[src/mmc_pkg.sv]
package mmc_pkg;

  // active data lines
  localparam logic [1:0] DW_1 = 2'd0;
  localparam logic [1:0] DW_4 = 2'd1;
  localparam logic [1:0] DW_8 = 2'd2;

  // transfer kinds
  localparam logic [1:0] ADV_CMD_RD = 2'd0;
  localparam logic [1:0] ADV_CMD_WR = 2'd1;
  localparam logic [1:0] ADV_DAT_RD = 2'd2;
  localparam logic [1:0] ADV_DAT_WR = 2'd3;

  // bus addresses
  localparam logic [1:0] REG_CFG    = 2'd0;
  localparam logic [1:0] REG_XFER   = 2'd1;
  localparam logic [1:0] REG_STATUS = 2'd2;

  localparam int DIV_W = 8;   // card clock divider field
  localparam int REG_W = 12;  // bus word

  typedef struct packed {
    logic [1:0]       width;
    logic [DIV_W-1:0] divider;
  } mmc_cfg_t;

  typedef struct packed {
    logic [1:0] pad;
    mmc_cfg_t   cfg;
  } mmc_cfg_word_t;

  typedef struct packed {
    logic [1:0] mode;
    logic [7:0] send_byte;
    logic [1:0] pad;
  } mmc_xfer_t;

  // one bus word, decoded by the address it is written to
  typedef union packed {
    mmc_cfg_word_t cfg_word;
    mmc_xfer_t     xfer;
  } mmc_reg_word_u;

  typedef struct packed {
    logic       card_clk;
    logic       cmd_out;
    logic       cmd_oe;
    logic [7:0] dat_out;
    logic [7:0] dat_oe;  // one per line
  } mmc_pins_out_t;

  typedef struct packed {
    logic       cmd_in;
    logic [7:0] dat_in;
  } mmc_pins_in_t;

endpackage

[src/mmc_regs.sv]
module mmc_regs (
  input  logic                       clk,
  input  logic                       reset_i,

  input  logic                       wr_en_i,
  input  logic [1:0]                 addr_i,
  input  mmc_pkg::mmc_reg_word_u     wr_data_i,

  input  logic                       busy_i,
  input  logic                       done_i,
  input  logic [7:0]                 rd_byte_i,

  output logic [mmc_pkg::REG_W-1:0]  rd_data_o,
  output mmc_pkg::mmc_cfg_t          cfg_o,
  output logic                       start_o,
  output mmc_pkg::mmc_xfer_t         xfer_o
);

  logic locked;
  logic cfg_wr;
  logic xfer_wr;

  // start_o covers the cycle before the controller raises busy
  assign locked  = busy_i || start_o;
  assign cfg_wr  = wr_en_i && (addr_i == mmc_pkg::REG_CFG) && !locked;
  assign xfer_wr = wr_en_i && (addr_i == mmc_pkg::REG_XFER) && !locked;

  always_ff @(posedge clk) begin
    if (reset_i) begin
      cfg_o.width   <= mmc_pkg::DW_1;
      cfg_o.divider <= '0;
    end else if (cfg_wr) begin
      cfg_o <= wr_data_i.cfg_word.cfg;
    end
  end

  always_ff @(posedge clk) begin
    if (reset_i) begin
      start_o <= 1'b0;
    end else begin
      start_o <= xfer_wr;  // one cycle pulse
    end
  end

  always_ff @(posedge clk) begin
    if (xfer_wr) begin
      xfer_o <= wr_data_i.xfer;
    end
  end

  always_comb begin
    case (addr_i)
      mmc_pkg::REG_CFG: begin
        rd_data_o = {2'b00, cfg_o};
      end
      mmc_pkg::REG_XFER: begin
        rd_data_o = xfer_o;
      end
      mmc_pkg::REG_STATUS: begin
        rd_data_o = {2'b00, done_i, busy_i, rd_byte_i};
      end
      default: begin
        rd_data_o = '0;
      end
    endcase
  end

  // the controller must not already be busy when a new byte launches
  a_start_idle: assert property (
    @(posedge clk) disable iff (reset_i)
    start_o |-> !busy_i
  );

endmodule

[src/mmc_clk_gen.sv]
module mmc_clk_gen (
  input  logic                      clk,
  input  logic                      reset_i,

  input  logic [mmc_pkg::DIV_W-1:0] divider_i,
  input  logic                      tick_i,

  output logic                      card_clk_o,
  output logic                      clk_ack_o,
  output logic                      clk_done_o
);

  logic [mmc_pkg::DIV_W-1:0] cnt;
  logic                      half_end;

  assign half_end = (cnt == divider_i);  // divider+1 cycles per half period

  always_ff @(posedge clk) begin
    if (reset_i || !tick_i) begin
      cnt        <= '0;
      card_clk_o <= 1'b0;  // park low between bytes
      clk_ack_o  <= 1'b0;
      clk_done_o <= 1'b0;
    end else begin
      clk_ack_o  <= half_end && card_clk_o;   // falling edge, outputs move
      clk_done_o <= half_end && !card_clk_o;  // rising edge, inputs sampled
      if (half_end) begin
        cnt        <= '0;
        card_clk_o <= ~card_clk_o;
      end else begin
        cnt <= cnt + 1'b1;
      end
    end
  end

  // Each pulse marks exactly one card clock edge, so the two can never
  // coincide even when the divider is zero.
  a_ack_done_excl: assert property (
    @(posedge clk) disable iff (reset_i)
    !(clk_ack_o && clk_done_o)
  );

endmodule

[src/mmc_adv_proc.sv]
module mmc_adv_proc (
  input  logic                  clk,
  input  logic                  reset_i,

  input  logic [1:0]            adv_mode_i,
  input  logic                  adv_en_i,
  input  logic [1:0]            width_i,
  input  logic [7:0]            send_byte_i,

  input  mmc_pkg::mmc_pins_in_t pins_i,

  input  logic                  clk_ack_i,
  input  logic                  clk_done_i,

  output logic                  adv_tick_o,
  output logic                  adv_done_o,
  output logic [7:0]            rd_byte_o,

  output logic                  cmd_out_o,
  output logic [7:0]            dat_out_o
);

  logic       busy_q;
  logic       cmd_mode;
  logic [2:0] len_m1;
  logic [2:0] wr_index;
  logic [2:0] rd_index;
  logic       bit_in;
  logic [6:0] accum;

  assign cmd_mode = (adv_mode_i == mmc_pkg::ADV_CMD_RD) || (adv_mode_i == mmc_pkg::ADV_CMD_WR);

  // last sample index of the byte
  always_comb begin
    if (cmd_mode) begin
      len_m1 = 3'd7;
    end else begin
      case (width_i)
        mmc_pkg::DW_1: len_m1 = 3'd7;
        mmc_pkg::DW_4: len_m1 = 3'd1;
        default:       len_m1 = 3'd0;
      endcase
    end
  end

  assign adv_done_o = busy_q && clk_done_i && (rd_index == len_m1);
  assign adv_tick_o = adv_en_i || (busy_q && !adv_done_o);

  always_ff @(posedge clk) begin
    if (reset_i) begin
      busy_q <= 1'b0;
    end else if (adv_en_i) begin
      busy_q <= 1'b1;
    end else if (adv_done_o) begin
      busy_q <= 1'b0;
    end
  end

  always_ff @(posedge clk) begin
    if (reset_i || adv_en_i) begin
      wr_index <= 3'd0;
    end else if (clk_ack_i && busy_q) begin
      wr_index <= wr_index + 3'd1;
    end
  end

  // MSB part leads, so index 0 is on the lines before the first rising edge
  assign cmd_out_o = send_byte_i[3'd7 - wr_index];

  always_comb begin
    case (width_i)
      mmc_pkg::DW_1: dat_out_o = {7'b0, send_byte_i[3'd7 - wr_index]};
      mmc_pkg::DW_4: dat_out_o = {4'b0, (wr_index[0] ? send_byte_i[3:0] : send_byte_i[7:4])};
      default:       dat_out_o = send_byte_i;
    endcase
  end

  always_ff @(posedge clk) begin
    if (reset_i || adv_en_i || adv_done_o) begin
      rd_index <= 3'd0;
    end else if (clk_done_i && busy_q) begin
      rd_index <= rd_index + 3'd1;
    end
  end

  assign bit_in = cmd_mode ? pins_i.cmd_in : pins_i.dat_in[0];  // serial source

  always_ff @(posedge clk) begin
    if (clk_done_i) begin
      if (!cmd_mode && (width_i == mmc_pkg::DW_4)) begin
        accum[3:0] <= pins_i.dat_in[3:0];
      end else begin
        accum <= {accum[5:0], bit_in};
      end
    end
  end

  // last part comes straight from the pins on the final sample
  always_comb begin
    if (cmd_mode || (width_i == mmc_pkg::DW_1)) begin
      rd_byte_o = {accum, bit_in};
    end else if (width_i == mmc_pkg::DW_4) begin
      rd_byte_o = {accum[3:0], pins_i.dat_in[3:0]};
    end else begin
      rd_byte_o = pins_i.dat_in;
    end
  end

  a_rd_index_len: assert property (
    @(posedge clk) disable iff (reset_i)
    busy_q |-> (rd_index <= len_m1)
  );

endmodule

[src/mmc_xfer_ctrl.sv]
module mmc_xfer_ctrl (
  input  logic               clk,
  input  logic               reset_i,

  input  logic               start_i,
  input  mmc_pkg::mmc_xfer_t xfer_i,
  input  mmc_pkg::mmc_cfg_t  cfg_i,

  input  logic               adv_done_i,
  input  logic [7:0]         rd_byte_i,

  output logic               adv_en_o,
  output logic [1:0]         adv_mode_o,
  output logic [7:0]         send_byte_o,

  output logic               cmd_oe_o,
  output logic [7:0]         dat_oe_o,

  output logic               busy_o,
  output logic               done_o,
  output logic [7:0]         rd_byte_o
);

  logic [7:0] width_mask;
  logic       is_read;

  always_comb begin
    case (cfg_i.width)
      mmc_pkg::DW_1: width_mask = 8'h01;
      mmc_pkg::DW_4: width_mask = 8'h0f;
      default:       width_mask = 8'hff;
    endcase
  end

  assign is_read = (adv_mode_o == mmc_pkg::ADV_CMD_RD) || (adv_mode_o == mmc_pkg::ADV_DAT_RD);

  always_ff @(posedge clk) begin
    if (reset_i) begin
      adv_en_o <= 1'b0;
      cmd_oe_o <= 1'b0;
      dat_oe_o <= '0;
      busy_o   <= 1'b0;
      done_o   <= 1'b0;
    end else begin
      adv_en_o <= start_i;
      if (start_i) begin
        busy_o   <= 1'b1;
        done_o   <= 1'b0;  // cleared by the next transfer
        cmd_oe_o <= (xfer_i.mode == mmc_pkg::ADV_CMD_WR);
        dat_oe_o <= (xfer_i.mode == mmc_pkg::ADV_DAT_WR) ? width_mask : 8'h00;
      end else if (adv_done_i) begin
        busy_o   <= 1'b0;
        done_o   <= 1'b1;  // sticky
        cmd_oe_o <= 1'b0;
        dat_oe_o <= '0;
      end
    end
  end

  // held for the shifter for the whole byte
  always_ff @(posedge clk) begin
    if (start_i) begin
      adv_mode_o  <= xfer_i.mode;
      send_byte_o <= xfer_i.send_byte;
    end
  end

  always_ff @(posedge clk) begin
    if (adv_done_i && is_read) begin
      rd_byte_o <= rd_byte_i;
    end
  end

  // the shifter may only finish a byte that this controller launched
  a_done_while_busy: assert property (
    @(posedge clk) disable iff (reset_i)
    adv_done_i |-> busy_o
  );

endmodule

[src/mmc_host_top.sv]
module mmc_host_top (
  input  logic                      clk,
  input  logic                      reset_i,

  input  logic                      wr_en_i,
  input  logic [1:0]                addr_i,
  input  mmc_pkg::mmc_reg_word_u    wr_data_i,
  output logic [mmc_pkg::REG_W-1:0] rd_data_o,

  input  mmc_pkg::mmc_pins_in_t     pins_i,
  output mmc_pkg::mmc_pins_out_t    pins_o
);

  mmc_pkg::mmc_cfg_t  cfg;
  mmc_pkg::mmc_xfer_t xfer;
  logic               start;
  logic               busy;
  logic               done;
  logic [7:0]         ctrl_rd_byte;
  logic               adv_en;
  logic [1:0]         adv_mode;
  logic [7:0]         send_byte;
  logic               adv_tick;
  logic               adv_done;
  logic [7:0]         adv_rd_byte;
  logic               clk_ack;
  logic               clk_done;
  logic               card_clk;
  logic               cmd_out;
  logic               cmd_oe;
  logic [7:0]         dat_out;
  logic [7:0]         dat_oe;

  mmc_regs u_regs (
    .clk       (clk),
    .reset_i   (reset_i),
    .wr_en_i   (wr_en_i),
    .addr_i    (addr_i),
    .wr_data_i (wr_data_i),
    .busy_i    (busy),
    .done_i    (done),
    .rd_byte_i (ctrl_rd_byte),
    .rd_data_o (rd_data_o),
    .cfg_o     (cfg),
    .start_o   (start),
    .xfer_o    (xfer)
  );

  mmc_xfer_ctrl u_ctrl (
    .clk         (clk),
    .reset_i     (reset_i),
    .start_i     (start),
    .xfer_i      (xfer),
    .cfg_i       (cfg),
    .adv_done_i  (adv_done),
    .rd_byte_i   (adv_rd_byte),
    .adv_en_o    (adv_en),
    .adv_mode_o  (adv_mode),
    .send_byte_o (send_byte),
    .cmd_oe_o    (cmd_oe),
    .dat_oe_o    (dat_oe),
    .busy_o      (busy),
    .done_o      (done),
    .rd_byte_o   (ctrl_rd_byte)
  );

  mmc_clk_gen u_clk (
    .clk        (clk),
    .reset_i    (reset_i),
    .divider_i  (cfg.divider),
    .tick_i     (adv_tick),
    .card_clk_o (card_clk),
    .clk_ack_o  (clk_ack),
    .clk_done_o (clk_done)
  );

  mmc_adv_proc u_adv (
    .clk         (clk),
    .reset_i     (reset_i),
    .adv_mode_i  (adv_mode),
    .adv_en_i    (adv_en),
    .width_i     (cfg.width),
    .send_byte_i (send_byte),
    .pins_i      (pins_i),
    .clk_ack_i   (clk_ack),
    .clk_done_i  (clk_done),
    .adv_tick_o  (adv_tick),
    .adv_done_o  (adv_done),
    .rd_byte_o   (adv_rd_byte),
    .cmd_out_o   (cmd_out),
    .dat_out_o   (dat_out)
  );

  assign pins_o.card_clk = card_clk;
  assign pins_o.cmd_out  = cmd_out;
  assign pins_o.cmd_oe   = cmd_oe;
  assign pins_o.dat_out  = dat_out;
  assign pins_o.dat_oe   = dat_oe;

endmodule

[config.mk]
export PLATFORM = sky130hd
export DESIGN_NAME = mmc_host_top
export DESIGN_NICKNAME = d
export VERILOG_FILES = /design/src/mmc_pkg.sv /design/src/mmc_regs.sv /design/src/mmc_clk_gen.sv /design/src/mmc_adv_proc.sv /design/src/mmc_xfer_ctrl.sv /design/src/mmc_host_top.sv
export SDC_FILE = /design/constraint.sdc
export NUM_CORES = 1
export LEC_CHECK = 0
export ABC_AREA = 1
export BUFFER_PORTS_ARGS = -buffer_cell sky130_fd_sc_hd__buf_2
export CELL_PAD_IN_SITES_DETAIL_PLACEMENT = 2
export CELL_PAD_IN_SITES_GLOBAL_PLACEMENT = 2
export CORE_ASPECT_RATIO = 1.2
export CORE_MARGIN = 5
export CORE_UTILIZATION = 37
export CTS_BUF_LIST = sky130_fd_sc_hd__clkbuf_2 sky130_fd_sc_hd__clkbuf_4 sky130_fd_sc_hd__clkbuf_8
export DETAILED_ROUTE_END_ITERATION = 10
export HOLD_SLACK_MARGIN = 0.03
export PLACE_DENSITY_LB_ADDON = 0.05
export SETUP_SLACK_MARGIN = 0.2
export SLEW_MARGIN = 40
export SYNTH_ARGS = -nofsm -noshare
export SYNTH_HDL_FRONTEND = slang
export SYNTH_SLANG_ARGS = --single-unit
[constraint.sdc]
create_clock -name clk -period 3.6 [get_ports clk]
set_input_delay 0 -clock clk [delete_from_list [all_inputs] [get_ports clk]]
set_output_delay 0 -clock clk [all_outputs]
set_load 0.005 [all_outputs]
==> results of run 1 <==
cells in the mapped netlist, drive strengths merged:
cell,number,area (um2)
o21ai,31,155
nor2,33,149
dfxtp,36,721
nand3,38,203
clkbuf,7,26.3
or2,1,6.26
a21oi,23,115
nand2,91,357
mux2,2,22.5
nor3,4,20.0
ha,3,37.5
xor2,4,35.0
xnor2,7,61.3
nor4,1,6.26
nand4,1,6.26
inv,45,169
o211ai,2,15.0
a21boi,1,7.51
edfxtp,37,1110
buf,10,70.1
critical path, cell delays in order (launching register included):
cell     delay [ns]
dfxtp_1        0.44
inv_2          0.14
nand2_2        0.09
nand2_1        0.33
nand2_1        0.11
nand2_2        0.11
nand2_4        0.10
nor2_1         0.53
area by class of cell:
cell class,count,area [um2]
clock inverter,3,65.1
timing repair buffer,79,505
fill,963,4580
sequential,73,1830
inverter,45,169
tap,117,146
multi-input combinational,242,1200
clock buffer,13,160
stage by stage:
stage | worst slack, ns | total power [mW] | hold slack [ns] | utilization | std cells
3_5_place_dp | 1.36 | 1.04 | 0.178 | 0.420 | 535
4_1_cts | 1.36 | 1.80 | 0.0540 | 0.471 | 572
3_3_place_gp | 1.58 | 1.04 | 0.178 | 0.420 | 535
2_1_floorplan | 1.68 | 0.985 | 0.0989 | - | 377
5_1_grt | 1.19 | 1.85 | 0.0801 | 0.471 | 572
6_report | 1.38 | 1.78 | 0.0734 | 0.471 | 572
flip-flops by register name (all words and copies together) (netlist names), 2 cells and up:
name                cells
u_adv.rd_index          3
u_adv.wr_index          3
u_ctrl.dat_oe_o         3
u_clk.cnt               8
u_ctrl.rd_byte_o        8
u_regs.xfer_o          12
u_adv.accum             7
u_ctrl.adv_mode_o       2
u_regs.cfg_o           10
u_ctrl.send_byte_o      8
worst max path at each step:
stage	startpoint	slack, ns	cells after the start	end
finish	u_regs.cfg_o[9]	1.38	7	u_ctrl.rd_byte_o[6]
global route	u_regs.cfg_o[9]	1.19	7	u_ctrl.rd_byte_o[6]
CTS	u_regs.cfg_o[9]	1.36	7	u_ctrl.rd_byte_o[2]
detailed placement	u_regs.cfg_o[9]	1.36	7	u_ctrl.rd_byte_o[1]
global placement	u_regs.cfg_o[9]	1.58	7	u_ctrl.rd_byte_o[1]
floorplan	u_regs.start_o	1.68	3	u_regs.xfer_o[0]
cells by family (layout without fill, tap and decap cells):
family / after synthesis / after routing
flip-flops: 73 / 73
multiplexers: 2 / 2
adder cells (fa/ha/maj): 3 / 3
AND/OR/NAND/NOR: 169 / 169
AO/OA/AOI/OAI: 57 / 57
XOR/XNOR: 11 / 11
buffers and inverters: 62 / 140
cell usage in the layout (no fill, tap or decap), drive strengths merged:
cell type,n
o21ai,31
buf,58
or2,1
xor2,4
nand4,1
dlygate4sd3,21
o211ai,2
mux2,2
inv,45
a21boi,1
dfxtp,36
nand3,38
edfxtp,37
bufinv,2
clkbuf,13
a21oi,23
ha,3
nor3,4
nand2,91
clkinv,1
xnor2,7
nor2,33
nor4,1
metal layers:
metal	GRT usage	part of all wire	wire length, um	vias to the layer above
met5	0	0	0	-
met4	0.0712	0.013	132	0
met3	0.0273	0.027	278	9
met2	0.380	0.55	5720	42
met1	0.239	0.41	4300	1384
li1	-	-	-	1370
repair_timing:
item	in CTS	in global routing
hold buffers	21	0
hold endpoints to repair	37	0
gates resized for setup	0	0
report_power, final:
group | leakage [nW] | total (mW) | switching, mW | internal [mW]
logic | 0.997 | 0.143 | 0.0847 | 0.0578
clock network | 0.118 | 0.731 | 0.299 | 0.432
registers | 0.627 | 0.902 | 0.0153 | 0.886
==> reports/summary.txt, run 1 <==
Status: finished clean
Distinct cell type count after synthesis: 27
H-tree depth: 3
Die ar.: 10,900 um2
CTS max path bufs: 2
Reg2reg end: u_ctrl.rd_byte_o[6]
Hold worst-path end: u_ctrl.rd_byte_o[5]
R2r worst-path depth: 7
I/O pin count: 57
Clock period minus worst slack: 2.22 ns
Setup Skew: 0.00683 ns
Clk pin slew, worst setup/hold paths: 0.08 ns
1st-iter DRT viols: 101
Syn Std Cell Area: 3290 um2
First-pass GRT wire length: 16,700 um
Crit path required time: 3.58 ns
Total core area: 8660 um2
Die H: 113 um
P&R area growth vs syn: 23.7%
VDD IR-drop max: 0.190 mV
GP Congestion: 0.812
Actual slew at the worst max-slew pin: 0.813 ns
Gr ovfl total: 0
Max-slew headroom: 0.456
Cell row count: 37
Final hold violations: 0
TritonCTS Buffers: 9
Initial antenna violation count: 0
Critical path type: flip-flop to flip-flop
N_diodes: 0
Pin count of the biggest net entering global routing: 21
Mapped Nets: 406
Post-route cell area: 4070 um2
Post-synthesis mux area share: 0.00684
DR vias: 2,805
Clock latency on the worst-skew pair: 0.34 ns
Clk root buf: clkbuf_8
Syn Area/Cell: 8.74 um2
1st-pass router iterations: 4
Power Density: 436 nW/um2
FMAX: 451 MHz
Final worst-path cycle share: 0.616
Post-Synth Simple-Gate Area: 0.227
Seq cells post-synth: 73
CTS sink count: 73
DP HPWL: 7480 um
Final WL: 10,400 um
Worst Hold Class: primary input to flip-flop
RSZ-0062 raised after global routing: no
Crit path arrival time: 2.20 ns
Wire per inst: 18.2 um
Gate count of the mapped netlist: 377
Residual DRC: 0
Flop-to-flop setup slack: 1.38 ns
Ys Warns: 0
Post-synthesis sequential area ratio: 0.556
Hold path depth: 3
Count of final setup violators: 0
Vias per cell: 4.90
Setup TNS: 0 ns
Leakage: 1.74 nW
Critical Path Fanout Max: 12
Xor/xnor share of the synthesized area: 0.0293
Setup Buffers After CTS: 0
Initial Util: 0.380
Adder-Cell Fraction of Synth Area: 0.0114
Die W: 96.1 um
Number of routed nets with antenna violations: 0
Hold path startpoint: pins_i[5]
CTS tree: done
Vias in the first global route: 3,064
Synth Area in Compound Gates: 0.0889
R2r startpoint: u_regs.cfg_o[9]
Max_cap viols: 0
Nature of the critical path startpoint: flip-flop
Worst setup EP type: flip-flop
# port buffers: 56
DP Area: 3640 um2
Fin. max-slew vios: 0
Main combinational cell family by area after synthesis: simple AND/OR/NAND/NOR gates
GRT Util Overall: 0.206
Share of layout cells above drive strength 1: 0.209
Final nets: 479
No activity file was read; power rests on OpenSTA's default activity.
==> run 2: changes to the inputs <==
--- a/config.mk
+++ b/config.mk
@@ -11,7 +11,7 @@
 export CELL_PAD_IN_SITES_GLOBAL_PLACEMENT = 2
 export CORE_ASPECT_RATIO = 1.2
 export CORE_MARGIN = 5
-export CORE_UTILIZATION = 37
+export CORE_UTILIZATION = 31
 export CTS_BUF_LIST = sky130_fd_sc_hd__clkbuf_2 sky130_fd_sc_hd__clkbuf_4 sky130_fd_sc_hd__clkbuf_8
 export DETAILED_ROUTE_END_ITERATION = 10
 export HOLD_SLACK_MARGIN = 0.03
==> constraint.sdc (replaced) <==
create_clock -name clk -period 1.95 [get_ports clk]
set_input_delay 0 -clock clk [delete_from_list [all_inputs] [get_ports clk]]
set_output_delay 0 -clock clk [all_outputs]
set_load 0.005 [all_outputs]
==> run 2 against run 1 <==
Against the previous run:
- final area about the same
- critical path depth down 5
- critical path type unchanged
- global-route usage down 4.1 points
- clock power up 45%
- hold slack worse by 0.031 ns
- first-iteration DRC count down 5.0%
- count of clock-buffer cells in the layout unchanged
- flip-flop and latch count unchanged
- clock skew up 0.0050 ns
- routed wire length down 3.9%
- core utilization down 8.2 points
==> reports/summary.txt, run 2 (synthesized netlist as in run 1, its figures left out) <==
CTS tree: done
WL met1: 4310 um
Cell row count: 41
DR WL met2: 5350 um
Clock latency on the worst-skew pair: 0.34 ns
Actual slew at the worst max-slew pin: 0.449 ns
Post-route setup slack: 0.313 ns
P&R area growth vs syn: 23.6%
Clk root buf: clkbuf_8
Count of final setup violators: 0
Fin. max-slew vios: 0
1st-pass router iterations: 4
Final worst-path cycle share: 0.840
Die ar.: 12,800 um2
GP Congestion: 0.798
Total core area: 10,500 um2
Final WL: 10,000 um
CTS max path bufs: 2
RSZ-0062 raised after global routing: no
VDD IR-drop max: 0.384 mV
DP Cell Count: 554
Setup Skew: 0.0118 ns
I/O pin count: 57
Vias in the first global route: 3,044
Initial antenna violation count: 0
Gr ovfl total: 0
Die W: 104 um
TritonCTS Buffers: 9
CTS sink count: 73
Vias per cell: 4.69
Pin count of the biggest net entering global routing: 21
Setup Buffers After CTS: 0
Power Density: 735 nW/um2
DR vias: 2,755
Share of layout cells above drive strength 1: 0.229
Leakage: 1.74 nW
Max_cap viols: 0
Largest regs: u_regs.xfer_o x12, u_regs.cfg_o x10
Top Layer Used: met4
Critical Path Fanout Max: 6
Final std cells w/o fill: 588
Max-slew headroom: 0.700
N_diodes: 0
Setup TNS: 0 ns
Post-route cell area: 4070 um2
Wire per inst: 17.0 um
Commonest non-fill, non-tap cell in the layout: nand2_1
DP Area: 3710 um2
First-pass GRT wire length: 16,400 um
1st-iter DRT viols: 96
Crit path required time: 2.04 ns
Nature of the critical path startpoint: flip-flop
GRT Util Overall: 0.165
Status: finished clean
Post-Place Worst Slack: 0.145 ns
Residual DRC: 0
Clk pin slew, worst setup/hold paths: 0.07 ns
DP HPWL: 7810 um
WL met3: 272 um
Max FFs per register: 12
H-tree depth: 3
Highest-count cells in the layout ignoring fill and taps: nand2_1, buf_2, inv_1, nand3_1, edfxtp_1
Reg with most FFs: u_regs.xfer_o
Crit path arrival time: 1.72 ns
Critical path type: flip-flop to flip-flop
Final nets: 483
Worst Hold Class: primary input to flip-flop
Clock period minus worst slack: 1.64 ns
Util after Layout: 0.389
Worst setup EP type: flip-flop
FMAX: 611 MHz
Final hold violations: 0
Die H: 123 um
Initial Util: 0.315
Fillers: 1,235
# port buffers: 56
Number of routed nets with antenna violations: 0
run 2: cell types whose count changed in the layout (fill, tap and decap cells not counted), sizes merged:
cell / previous run / this run
buf: 58 / 65
bufinv: 2 / 0
clkinvlp: 0 / 1
dlygate4sd3: 21 / 18
inv: 45 / 46
run 2: metrics by stage:
| stage | hold slack, ns | power, mW |
|---|---|---|
| floorplan | 0.0989 | 1.82 |
| global placement | 0.178 | 1.93 |
| detailed placement | 0.181 | 1.94 |
| CTS | 0.0394 | 3.04 |
| global route | 0.0641 | 3.14 |
| finish | 0.0420 | 2.99 |
run 2: where the power goes:
group | leakage (nW) | internal (mW) | switching (mW)
clock | 0.0916 | 0.519 | 0.545
combinational | 1.02 | 0.111 | 0.154
sequential | 0.628 | 1.64 | 0.0259
total | 1.74 | 2.27 | 0.725
run 2: worst max-delay path: stages (launching register included):
cell,delay [ns]
edfxtp_1,0.47
mux2_2,0.37
dlygate4sd3_1,0.56
run 2: layout make-up:
type | count | area (um2) | share of cell area
clock buffer | 13 | 154 | 0.0378
clock inverter | 3 | 18.8 | 0.00461
inverter | 45 | 169 | 0.0415
multi-input combinational | 242 | 1210 | 0.296
sequential | 73 | 1830 | 0.451
tap | 129 | 161 | 0.0396
timing repair buffer | 83 | 528 | 0.130
run 2: per-layer routing:
layer,GRT usage,vias to the layer above
met1,0.200,1341
met4,0.0486,0
met2,0.299,31
met5,0,-
li1,-,1377
met3,0.0324,6
run 2: worst paths after layout:
check                                          start               endpoint  slack [ns]  cells after the start
worst max register to register  u_ctrl.adv_mode_o[1]         u_adv.accum[0]        0.31                      2
worst min register to register      u_regs.xfer_o[7]  u_ctrl.send_byte_o[5]        0.45                      0
worst min-delay path                       pins_i[2]         u_adv.accum[2]        0.04                      3
worst max-delay path            u_ctrl.adv_mode_o[1]         u_adv.accum[0]        0.31                      2
run 2: repair_timing:
action / in CTS / in global routing
resized for setup: 2 / 3
hold buffers: 18 / 0
endpoints found under the setup margin: 2 / 4
hold endpoints to repair: 33 / 0
==> run 3: changes to the inputs <==
==> constraint.sdc (replaced) <==
create_clock -name clk -period 1.4 [get_ports clk]
set_input_delay 0 -clock clk [delete_from_list [all_inputs] [get_ports clk]]
set_output_delay 0 -clock clk [all_outputs]
set_load 0.005 [all_outputs]
==> run 3 against run 2 <==
Against the previous run:
- highest routed layer unchanged
- clock skew grew 0.00090 ns
- critical endpoint is now u_ctrl.busy_o
- register-to-register slack lost 0.44 ns
- non-clock buffer count grew 43
- the flow now finishes with violations (setup timing)
- critical path type unchanged
- largest cell class unchanged
- first-iteration DRC count grew 2.1%
- core utilization grew 8.7 points
==> reports/summary.txt, run 3 (synthesized netlist as in run 1, its figures left out) <==
Status: complete, but fails checks
Violated checks: setup timing
Final worst-path cycle share: 1.09
Count of final setup violators: 21
Critical path type: flip-flop to flip-flop
Largest regs: u_regs.xfer_o x12, u_regs.cfg_o x10
Clock period minus worst slack: 1.53 ns
FMAX: 655 MHz
DP HPWL: 7990 um
# port buffers: 56
GRT Util Overall: 0.180
Clk root buf: clkbuf_8
Highest-count cells in the layout ignoring fill and taps: nand2_1, buf_2, edfxtp_1, inv_1, nand3_1
Clock latency on the worst-skew pair: 0.36 ns
Number of routed nets with antenna violations: 0
Gr ovfl total: 0
Total core area: 10,500 um2
Post-Place Worst Slack: -0.173 ns
CTS tree: done
CTS max path bufs: 2
Initial antenna violation count: 0
Setup TNS: -1.05 ns
Die ar.: 12,800 um2
1st-iter DRT viols: 98
Setup Skew: 0.0127 ns
I/O pin count: 57
Crit path arrival time: 1.77 ns
Share of layout cells above drive strength 1: 0.444
H-tree depth: 3
Max-slew headroom: 0.627
CP cell instances: nand2_2, nand2_2, nand2_2, nor2_4, nand2_4, buf_6, buf_12, a21oi_2, nor2_1
Wire per inst: 19.0 um
Final WL: 12,000 um
Max FFs per register: 12
WP buf/inv: 2
Worst Hold Class: primary input to flip-flop
Pin count of the biggest net entering global routing: 21
N_diodes: 0
TritonCTS Buffers: 9
CP top delay family: simple AND/OR/NAND/NOR gates
CP peak stage delay: 0.48 ns
Final hold violations: 0
Max_cap viols: 0
CP dominant cell by count: nand2_2
Commonest non-fill, non-tap cell in the layout: nand2_1
Vias per cell: 4.80
Leakage: 2.07 nW
Critical Path Fanout Max: 6
P&R area growth vs syn: 51.2%
DR vias: 3,028
Nature of the critical path startpoint: flip-flop
Post-route setup slack: -0.127 ns
Initial Util: 0.315
Final nets: 526
Slowest stage cell on the critical path: edfxtp_1
Cell row count: 41
1st-pass router iterations: 4
Residual DRC: 0
Power Density: 932 nW/um2
Crit path required time: 1.64 ns
Fin. max-slew vios: 0
Power, Total: 4.64 mW
Actual slew at the worst max-slew pin: 0.558 ns
RSZ-0062 raised after global routing: yes
First-pass GRT wire length: 17,900 um
Vias in the first global route: 3,295
Reg with most FFs: u_regs.xfer_o
CTS sink count: 73
Die H: 123 um
Clk pin slew, worst setup/hold paths: 0.08 ns
Die W: 104 um
GP Congestion: 0.763
Fillers: 1,151
Worst setup EP type: flip-flop
VDD IR-drop max: 0.520 mV
==> run 3: metrics by stage <==
stage          cells  instance area [um2]  utilization  hold WS, ns
2_1_floorplan    377                 3330            -       0.0989
3_3_place_gp     568                 3860        0.369        0.178
3_5_place_dp     568                 3860        0.369        0.179
4_1_cts          621                 4660        0.445       0.0367
5_1_grt          631                 4980        0.476       0.0488
6_report         631                 4980        0.476       0.0497
==> run 3: timing repair <==
item | CTS | global route
endpoints found under the hold margin | 39 | 0
endpoints found under the setup margin | 59 | 77
hold buffers | 21 | 0
gates resized for setup | 87 | 68
pin swaps | 16 | 15
buffers inserted | 15 | 10
gates cloned | 1 | 0
==> run 3: cell type report <==
| type | count | area [um2] | area share |
|---|---|---|---|
| clock buffers | 11 | 151 | 0.0304 |
| repair buffers | 126 | 985 | 0.198 |
| flip-flops and latches | 73 | 1850 | 0.372 |
| multi-input cells | 242 | 1590 | 0.319 |
| clock inverters | 5 | 53.8 | 0.0108 |
| well taps | 129 | 161 | 0.0324 |
| inverters | 45 | 186 | 0.0374 |
==> run 3: worst reg2reg max path, stage by stage (launching register included) <==
cell	delay, ns
edfxtp_1	0.48
nand2_2	0.11
nand2_2	0.07
nand2_2	0.06
nor2_4	0.12
nand2_4	0.10
buf_6	0.13
buf_12	0.14
a21oi_2	0.15
nor2_1	0.06
==> run 3: final timing paths <==
kind                             start                    end  slack, ns  cells after the start
hold reg to reg       u_regs.xfer_o[9]  u_ctrl.send_byte_o[7]       0.46                      0
setup reg to reg  u_ctrl.adv_mode_o[1]          u_ctrl.busy_o      -0.13                      9
setup / recovery  u_ctrl.adv_mode_o[1]          u_ctrl.busy_o      -0.13                      9
hold / removal               pins_i[4]    u_ctrl.rd_byte_o[4]       0.05                      3
==> run 3: metal layers <==
layer | routed length [um] | vias up | global-route usage
li1 | - | 1477 | -
met1 | 5020 | 1501 | 0.210
met2 | 6550 | 41 | 0.338
met3 | 302 | 9 | 0.0355
met4 | 124 | 0 | 0.0470
met5 | 0 | - | 0
==> run 3: where the power goes <==
part	internal [mW]	leakage [nW]	total (mW)	switching, mW
combinational	0.262	1.34	0.562	0.301
sequential	2.27	0.632	2.31	0.0371
clock	0.912	0.0990	1.77	0.855
